<file path="config.mk">
export PLATFORM = sky130hd
export DESIGN_NAME = mmul_top
export DESIGN_NICKNAME = d
export VERILOG_FILES = /design/src/verilog/mmul_ctrl_pkg.sv /design/src/verilog/mmul_data_pkg.sv /design/src/verilog/matrix_store.sv /design/src/verilog/rr_arbiter.sv /design/src/verilog/dot_product_lane.sv /design/src/verilog/mmul_sequencer.sv /design/src/verilog/mmul_top.sv
export VERILOG_INCLUDE_DIRS = /design/src /design/src/verilog
export SDC_FILE = /design/constraint.sdc
export NUM_CORES = 2
export LEC_CHECK = 0
export ABC_AREA = 1
export BUFFER_PORTS_ARGS = -buffer_cell sky130_fd_sc_hd__buf_2
export CAP_MARGIN = 20
export CORE_MARGIN = 3
export CORE_UTILIZATION = 64
export CTS_CLUSTER_SIZE = 20
export DETAILED_ROUTE_END_ITERATION = 6
export GPL_ROUTABILITY_DRIVEN = 0
export PLACE_DENSITY_LB_ADDON = 0.3
export SLEW_MARGIN = 20
export SYNTH_ARGS = -nofsm -noshare
export SYNTH_HDL_FRONTEND = slang
export SYNTH_HIERARCHICAL = 1
export SYNTH_SLANG_ARGS = --single-unit
export TNS_END_PERCENT = 20
</file>
<file path="constraint.sdc">
create_clock -name clk -period 6.9 [get_ports clk]
set_input_delay 1.38 -clock clk [delete_from_list [all_inputs] [get_ports clk]]
set_output_delay 1.38 -clock clk [all_outputs]
set_load 0.05 [all_outputs]
</file>
<file path="src/verilog/mmul_params.svh">
`ifndef MMUL_PARAMS_SVH
`define MMUL_PARAMS_SVH

// matrix order, both operands square
`define MMUL_DIM 6

// signed operand width
`define MMUL_ELEM_W 16

// 32-bit products plus headroom for six of them
`define MMUL_ACC_W 40

// peer multiply-accumulate lanes
`define MMUL_LANES 2

// A then B, column-major
`define MMUL_OPND_DEPTH 72

// one word per result entry
`define MMUL_RES_DEPTH 36

`endif

</file>
<file path="src/verilog/mmul_ctrl_pkg.sv">
`include "mmul_params.svh"

package mmul_ctrl_pkg;

	// operand store address, A at 0..35 and B at 36..71
	typedef logic [$clog2(`MMUL_OPND_DEPTH)-1:0] opnd_addr_t;

	// result entry j*6+i
	typedef logic [$clog2(`MMUL_RES_DEPTH)-1:0] res_addr_t;

	typedef logic [$clog2(`MMUL_LANES)-1:0] lane_id_t;

	typedef enum logic [1:0] {
		st_idle,
		st_busy,
		st_finish
	} seq_state_t;

endpackage

</file>
<file path="src/verilog/mmul_data_pkg.sv">
`include "mmul_params.svh"

package mmul_data_pkg;

	typedef logic signed [`MMUL_ELEM_W-1:0] elem_t;

	typedef logic signed [`MMUL_ACC_W-1:0] acc_t;

	// one result store write, address in the upper bits
	typedef struct packed {
		mmul_ctrl_pkg::res_addr_t addr;
		acc_t                     data;
	} res_wr_t;

endpackage

</file>
<file path="src/verilog/matrix_store.sv">
`timescale 1ns/10ps

module matrix_store #(
	parameter type word_t = logic,
	parameter int  DEPTH  = 2
) (
	input  logic                     clk,
	input  logic                     we,
	input  logic [$clog2(DEPTH)-1:0] waddr,
	input  word_t                    wdata,
	input  logic [$clog2(DEPTH)-1:0] raddr,
	output word_t                    rdata
);

	word_t mem [DEPTH];

	always_ff @(posedge clk) begin
		if (we) begin
			mem[waddr] <= wdata;
		end
		rdata <= mem[raddr]; // registered read, one cycle latency
	end

endmodule

</file>
<file path="src/verilog/rr_arbiter.sv">
`timescale 1ns/10ps

module rr_arbiter #(
	parameter type req_t = logic,
	parameter int  N     = 2
) (
	input  logic               clk,
	input  logic               arst_n,
	input  logic [N-1:0]       req,
	input  req_t [N-1:0]       req_data,
	output logic [N-1:0]       gnt,
	output logic               gnt_valid,
	output req_t               gnt_data
);

	localparam int PTR_W = (N > 1) ? $clog2(N) : 1;

	logic [PTR_W-1:0] last; // last requester served
	logic [PTR_W-1:0] sel;
	logic             found;

	// search starts one past the last grant
	always_comb begin
		sel   = '0;
		found = 1'b0;
		for (int off = 1; off <= N; off++) begin
			if (!found && req[(int'(last) + off) % N]) begin
				found = 1'b1;
				sel   = PTR_W'((int'(last) + off) % N);
			end
		end
	end

	always_comb begin
		gnt      = '0;
		gnt[sel] = found;
	end

	assign gnt_valid = found;
	assign gnt_data  = req_data[sel]; // payload of the winner

	always_ff @(posedge clk or negedge arst_n) begin
		if (!arst_n) begin
			last <= PTR_W'(N - 1); // requester 0 first after reset
		end else if (found) begin
			last <= sel;
		end
	end

endmodule

</file>
<file path="src/verilog/dot_product_lane.sv">
`timescale 1ns/10ps

`include "mmul_params.svh"

module dot_product_lane (
	input  logic                       clk,
	input  logic                       arst_n,
	input  logic                       assign_en,
	input  mmul_ctrl_pkg::res_addr_t   assign_entry,
	output logic                       idle,
	output logic                       opnd_req,
	output mmul_ctrl_pkg::opnd_addr_t  opnd_addr,
	input  logic                       opnd_gnt,
	input  mmul_data_pkg::elem_t       opnd_data,
	output logic                       res_req,
	output mmul_data_pkg::res_wr_t     res_wr,
	input  logic                       res_gnt
);

	localparam int IDX_W = $clog2(`MMUL_DIM);

	logic active;
	logic rd_pend;   // operand read outstanding
	logic sel_b;     // current fetch is the B element
	logic take;      // read data belongs to this lane
	logic take_b;
	logic take_last;
	logic wr_pend;
	logic last_step;

	logic [IDX_W-1:0] k;
	logic [IDX_W-1:0] idx_i;
	logic [IDX_W-1:0] idx_j;

	mmul_ctrl_pkg::res_addr_t entry_q;
	mmul_data_pkg::elem_t     a_q;
	mmul_data_pkg::acc_t      acc;

	logic signed [2*`MMUL_ELEM_W-1:0] prod;

	assign idle      = !active;
	assign last_step = (k == IDX_W'(`MMUL_DIM - 1));

	// A(i,k) at k*6+i, B(k,j) at 36+j*6+k
	assign opnd_addr = sel_b ?
		mmul_ctrl_pkg::opnd_addr_t'(`MMUL_DIM * `MMUL_DIM + idx_j * `MMUL_DIM + k) :
		mmul_ctrl_pkg::opnd_addr_t'(k * `MMUL_DIM + idx_i);
	assign opnd_req  = rd_pend;

	assign prod    = a_q * opnd_data; // exact 32-bit product
	assign res_req = wr_pend;
	assign res_wr  = '{addr: entry_q, data: acc};

	always_ff @(posedge clk or negedge arst_n) begin
		if (!arst_n) begin
			active    <= 1'b0;
			rd_pend   <= 1'b0;
			sel_b     <= 1'b0;
			k         <= '0;
			take      <= 1'b0;
			take_b    <= 1'b0;
			take_last <= 1'b0;
			wr_pend   <= 1'b0;
		end else begin
			take      <= opnd_gnt;
			take_b    <= sel_b;
			take_last <= sel_b && last_step;
			if (assign_en) begin
				active  <= 1'b1;
				rd_pend <= 1'b1;
				sel_b   <= 1'b0;
				k       <= '0;
			end else if (opnd_gnt) begin
				sel_b <= !sel_b; // A then B, alternating
				if (sel_b) begin
					if (last_step) begin
						rd_pend <= 1'b0;
					end else begin
						k <= k + 1'b1;
					end
				end
			end
			if (take && take_b && take_last) begin
				wr_pend <= 1'b1; // final sum lands this edge
			end else if (res_gnt) begin
				wr_pend <= 1'b0;
				active  <= 1'b0;
			end
		end
	end

	always_ff @(posedge clk) begin
		if (assign_en) begin
			entry_q <= assign_entry;
			idx_i   <= IDX_W'(assign_entry % `MMUL_DIM);
			idx_j   <= IDX_W'(assign_entry / `MMUL_DIM);
			acc     <= '0;
		end else if (take) begin
			if (take_b) begin
				acc <= acc + prod;
			end else begin
				a_q <= opnd_data;
			end
		end
	end

endmodule

</file>
<file path="src/verilog/mmul_sequencer.sv">
`timescale 1ns/10ps

`include "mmul_params.svh"

module mmul_sequencer (
	input  logic                      clk,
	input  logic                      arst_n,
	input  logic                      start,
	input  logic [`MMUL_LANES-1:0]    lane_idle,
	output logic [`MMUL_LANES-1:0]    assign_en,
	output mmul_ctrl_pkg::res_addr_t  assign_entry,
	input  logic                      res_written,
	output logic                      busy,
	output logic                      done_tick
);

	mmul_ctrl_pkg::seq_state_t state;
	mmul_ctrl_pkg::res_addr_t  deal_cnt; // entries handed out
	mmul_ctrl_pkg::res_addr_t  wr_cnt;   // results stored
	mmul_ctrl_pkg::lane_id_t   pick;
	logic                      pick_ok;
	logic                      can_deal;

	// lowest numbered idle lane
	always_comb begin
		pick    = '0;
		pick_ok = 1'b0;
		for (int n = `MMUL_LANES - 1; n >= 0; n--) begin
			if (lane_idle[n]) begin
				pick    = mmul_ctrl_pkg::lane_id_t'(n);
				pick_ok = 1'b1;
			end
		end
	end

	assign can_deal = (state == mmul_ctrl_pkg::st_busy) && pick_ok &&
		(deal_cnt < `MMUL_RES_DEPTH);

	always_comb begin
		assign_en       = '0;
		assign_en[pick] = can_deal;
	end

	assign assign_entry = deal_cnt;
	assign busy         = (state == mmul_ctrl_pkg::st_busy);

	always_ff @(posedge clk or negedge arst_n) begin
		if (!arst_n) begin
			state     <= mmul_ctrl_pkg::st_idle;
			deal_cnt  <= '0;
			wr_cnt    <= '0;
			done_tick <= 1'b0;
		end else begin
			case (state)
				mmul_ctrl_pkg::st_idle: begin
					done_tick <= 1'b0;
					if (start) begin
						state    <= mmul_ctrl_pkg::st_busy;
						deal_cnt <= '0;
						wr_cnt   <= '0;
					end
				end
				mmul_ctrl_pkg::st_busy: begin
					if (can_deal) begin
						deal_cnt <= deal_cnt + 1'b1;
					end
					if (res_written) begin
						wr_cnt <= wr_cnt + 1'b1;
						if (wr_cnt == `MMUL_RES_DEPTH - 1) begin
							state     <= mmul_ctrl_pkg::st_finish; // busy drops here
							done_tick <= 1'b1;
						end
					end
				end
				mmul_ctrl_pkg::st_finish: begin
					done_tick <= 1'b0;
					state     <= mmul_ctrl_pkg::st_idle;
				end
				default: state <= mmul_ctrl_pkg::st_idle;
			endcase
		end
	end

endmodule

</file>
<file path="src/verilog/mmul_top.sv">
`timescale 1ns/10ps

`include "mmul_params.svh"

module mmul_top (
	input  logic                       clk,
	input  logic                       arst_n,
	input  logic                       ld_we,
	input  mmul_ctrl_pkg::opnd_addr_t  ld_addr,
	input  mmul_data_pkg::elem_t       ld_data,
	input  logic                       start,
	output logic                       busy,
	output logic                       done_tick,
	input  mmul_ctrl_pkg::res_addr_t   rd_addr,
	output mmul_data_pkg::acc_t        rd_data
);

	logic [`MMUL_LANES-1:0] lane_idle;
	logic [`MMUL_LANES-1:0] assign_en;
	logic [`MMUL_LANES-1:0] opnd_req;
	logic [`MMUL_LANES-1:0] opnd_gnt;
	logic [`MMUL_LANES-1:0] res_req;
	logic [`MMUL_LANES-1:0] res_gnt;

	mmul_ctrl_pkg::res_addr_t                     assign_entry;
	mmul_ctrl_pkg::opnd_addr_t [`MMUL_LANES-1:0]  opnd_addr;
	mmul_ctrl_pkg::opnd_addr_t                    opnd_rd_addr;
	mmul_data_pkg::elem_t                         opnd_rd_data;
	mmul_data_pkg::res_wr_t [`MMUL_LANES-1:0]     res_wr;
	mmul_data_pkg::res_wr_t                       res_wr_rec;
	logic                                         res_wr_valid;

	matrix_store #(
		.word_t (mmul_data_pkg::elem_t),
		.DEPTH  (`MMUL_OPND_DEPTH)
	) opnd_store_i (
		.clk   (clk),
		.we    (ld_we),
		.waddr (ld_addr),
		.wdata (ld_data),
		.raddr (opnd_rd_addr),
		.rdata (opnd_rd_data) // broadcast to every lane
	);

	matrix_store #(
		.word_t (mmul_data_pkg::acc_t),
		.DEPTH  (`MMUL_RES_DEPTH)
	) res_store_i (
		.clk   (clk),
		.we    (res_wr_valid),
		.waddr (res_wr_rec.addr),
		.wdata (res_wr_rec.data),
		.raddr (rd_addr),
		.rdata (rd_data)
	);

	rr_arbiter #(
		.req_t (mmul_ctrl_pkg::opnd_addr_t),
		.N     (`MMUL_LANES)
	) opnd_arb_i (
		.clk       (clk),
		.arst_n    (arst_n),
		.req       (opnd_req),
		.req_data  (opnd_addr),
		.gnt       (opnd_gnt),
		.gnt_valid (),
		.gnt_data  (opnd_rd_addr)
	);

	rr_arbiter #(
		.req_t (mmul_data_pkg::res_wr_t),
		.N     (`MMUL_LANES)
	) res_arb_i (
		.clk       (clk),
		.arst_n    (arst_n),
		.req       (res_req),
		.req_data  (res_wr),
		.gnt       (res_gnt),
		.gnt_valid (res_wr_valid),
		.gnt_data  (res_wr_rec)
	);

	for (genvar g = 0; g < `MMUL_LANES; g++) begin : g_lane
		dot_product_lane lane_i (
			.clk          (clk),
			.arst_n       (arst_n),
			.assign_en    (assign_en[g]),
			.assign_entry (assign_entry),
			.idle         (lane_idle[g]),
			.opnd_req     (opnd_req[g]),
			.opnd_addr    (opnd_addr[g]),
			.opnd_gnt     (opnd_gnt[g]),
			.opnd_data    (opnd_rd_data),
			.res_req      (res_req[g]),
			.res_wr       (res_wr[g]),
			.res_gnt      (res_gnt[g])
		);
	end

	mmul_sequencer seq_i (
		.clk          (clk),
		.arst_n       (arst_n),
		.start        (start),
		.lane_idle    (lane_idle),
		.assign_en    (assign_en),
		.assign_entry (assign_entry),
		.res_written  (res_wr_valid),
		.busy         (busy),
		.done_tick    (done_tick)
	);

endmodule

</file>
==> results.md <==
* Num CTS Buffers at ~300
* Setup TNS at 0 ps
* Wire per inst at between 20 and 25 um
* P_leak at between 60 and 70 nW
* Tmin final at 6550 ps
* # port buffers at 74
* Max Fclk at between 150 and 200 MHz
* Max VDD drop at around 0.31 mV
* Total Wirelength at 390 mm
* Slew @ Worst Pin at about 1400 ps
* Starting Density at between 60 and 70%
* Nets at between 10000 and 15000
* Status: finished with violations
* Hold crit path type: reg -> reg
* Layout cells sized above 1 at 7.12%
* TritonCTS clock tree: done
* Vert. Die Dim at 475 um
* Iter 0 DRT Violations at 14549
* Number of global-route vias before repair at ~100k
* Maxcap violations at 0
* First-pass GRT wire length at 590 mm
* I/O pin count at 75
* Syn_nets at around 14000
* Fin cells at between 15000 and 20000
* Final setup fails at 0
* Vias per cell at about 6.2
* Critical path launch point type: flop
* Row cnt at approximately 170
* Initial antenna violation count at 11
* Die span in x at between 400 and 500 um
* PwrDens at 237 nW/um^2
* Cells after DPL at around 16000
* Final global-route overflow total at 0
* RSZ-0062 raised after global routing: false
* Detail Route Antenna Nets at 0
* Cells after Synth at between 10000 and 15000
* Yosys warning total at 6
* Max Fanout on Critical Path at 12
* Worst-path clk slew at approximately 60 ps
* Max-slew headroom at about 5.1%
* Clk_lat worst skew at 950 ps
* Worst Skew at about 70 ps
* Slew Limit Fails at 0
* GRT Resource Usage Total at 34.5%
* Die area at approximately 230000 um^2
* H-tree levels at 5
* Area delta synth->final at 8.91%
* CTS root buf: clkbuf_16
* Drt first pass iters at 7
* Critical path endpoint category: flop
* Post-route cell area at between 150000 and 200000 um^2
* Detail Placement HPWL at roughly 230 mm
* Synthesized area per cell at ~11 um^2
* Largest net degree at the start of global routing at ~280
* Hold path depth at 2
* Crit path kind: reg -> reg
* Vias at 101098
* Register-to-Register Path Depth at 21
* Failing checks: DRC
* Clk buf depth at 4
* Period utilization at between 90% and 100%
* Core ar. at 218000 um^2
* CP arrival at roughly 7300 ps
* CP required at ~7700 ps
* Clk sinks at approximately 2800
* Final Hold Fails at 0
* DRC Markers at 36
* Synthesized area at about 140000 um^2
* Placed cell areas at ~140000 um^2
==> power breakdown <==
part           leakage [nW]  internal (mW)  switching, mW
Sequential             22.3           18.6         0.0202
Combinational          35.2          0.620           1.57
Clock                  4.57           9.08           6.53
==> final timing paths <==
| path | endpoint | slack, ps | startpoint |
|---|---|---|---|
| max in group asynchronous | g_lane[1].lane_i/res_req | 5700 | arst_n |
| worst min-delay path | seq_i/done_tick | 490 | seq_i/done_tick |
| min in group asynchronous | seq_i/assign_entry[5] | 590 | arst_n |
| worst max-delay path | g_lane[0].lane_i/acc[35] | 350 | opnd_store_i/rdata[12] |
| worst max register to register | g_lane[0].lane_i/acc[35] | 350 | opnd_store_i/rdata[12] |
| worst min register to register | seq_i/done_tick | 490 | seq_i/done_tick |
==> per-stage QoR <==
| step | hold slack (ps) | worst slack [ps] | util, % | total power [mW] |
|---|---|---|---|---|
| floorplan | 349 | 730 | - | 20.4 |
| global placement | 468 | 481 | 66.0 | 21.0 |
| detailed placement | 489 | 391 | 66.1 | 21.1 |
| CTS | 502 | 333 | 70.4 | 36.4 |
| global route | 548 | 11.2 | 70.4 | 37.3 |
| finish | 494 | 349 | 70.4 | 36.4 |
==> cell usage in the layout (no fill, tap or decap), types with 51 or more instances in the layout <==
master and n:
clkbuf_16 309, edfxtp_1 2646, buf_4 232, a21oi_1 77
clkbuf_1 55, nor2_1 501, o21ai_0 219, nand2_1 4236
o22ai_1 75, nand3_1 2147, dfxtp_1 135, inv_1 1169
ha_1 261, buf_2 70, clkinv_1 51, fa_1 666
==> cell type report <==
cell class                      instances  area (um^2)
Antenna cell                            6         15.0
Clock buffer                          372         8050
Clock inverter                        146         1310
Fill cell                           14478        64500
Inverter                             1193         4550
Multi-Input combinational cell       8545        50000
Sequential cell                      2819        83100
Tap cell                             2854         3570
Timing Repair Buffer                  344         2950
==> flip-flops by register name (all words and copies together) (netlist names), named ones only <==
register,cells
g_lane.lane_i/take_last,2
opnd_store_i/mem,1152
g_lane.lane_i/idx_i,6
seq_i/wr_cnt,6
opnd_store_i/rdata,16
g_lane.lane_i/acc,80
g_lane.lane_i/a_q,32
g_lane.lane_i/active,2
g_lane.lane_i/take_b,2
g_lane.lane_i/idx_j,6
seq_i/done_tick,1
g_lane.lane_i/sel_b,2
res_store_i/mem,1440
res_store_i/rdata,40
g_lane.lane_i/entry_q,10
g_lane.lane_i/take,2
g_lane.lane_i/res_req,2
g_lane.lane_i/k,6
g_lane.lane_i/opnd_req,2
seq_i/assign_entry,6
seq_i/state,2
==> timing repair <==
item	in CTS	in global routing
endpoints found under the setup margin	0	3
hold buffers	0	0
resized for setup	0	1
buffers inserted	0	0
==> layer usage <==
| metal | routed length [um] | part of all wire, % | GRT usage [%] | vias up |
|---|---|---|---|---|
| met1 | 134000 | 34 | 43.9 | 48677 |
| met4 | 26900 | 6.9 | 20.7 | 6 |
| li1 | - | - | - | 43924 |
| met2 | 184000 | 47 | 55.6 | 6973 |
| met5 | 34 | 0.0087 | 0 | - |
| met3 | 44800 | 11 | 6.62 | 1518 |
==> critical path: stages, from the launching register on <==
cell and delay [ps]:
dfxtp_1 680, buf_4 390, nand2_1 80, inv_1 90, fa_1 540, inv_1 140, fa_1 460, fa_1 540
fa_1 860, inv_1 160, fa_1 530, fa_1 490, ha_1 400, nand2_1 100, inv_1 80, nand2_1 140
nor3_1 270, nand3_1 170, nand3_1 120, nand3_1 70, nand2_1 80, inv_1 40
Note: power is estimated with default switching activity, not from simulation.
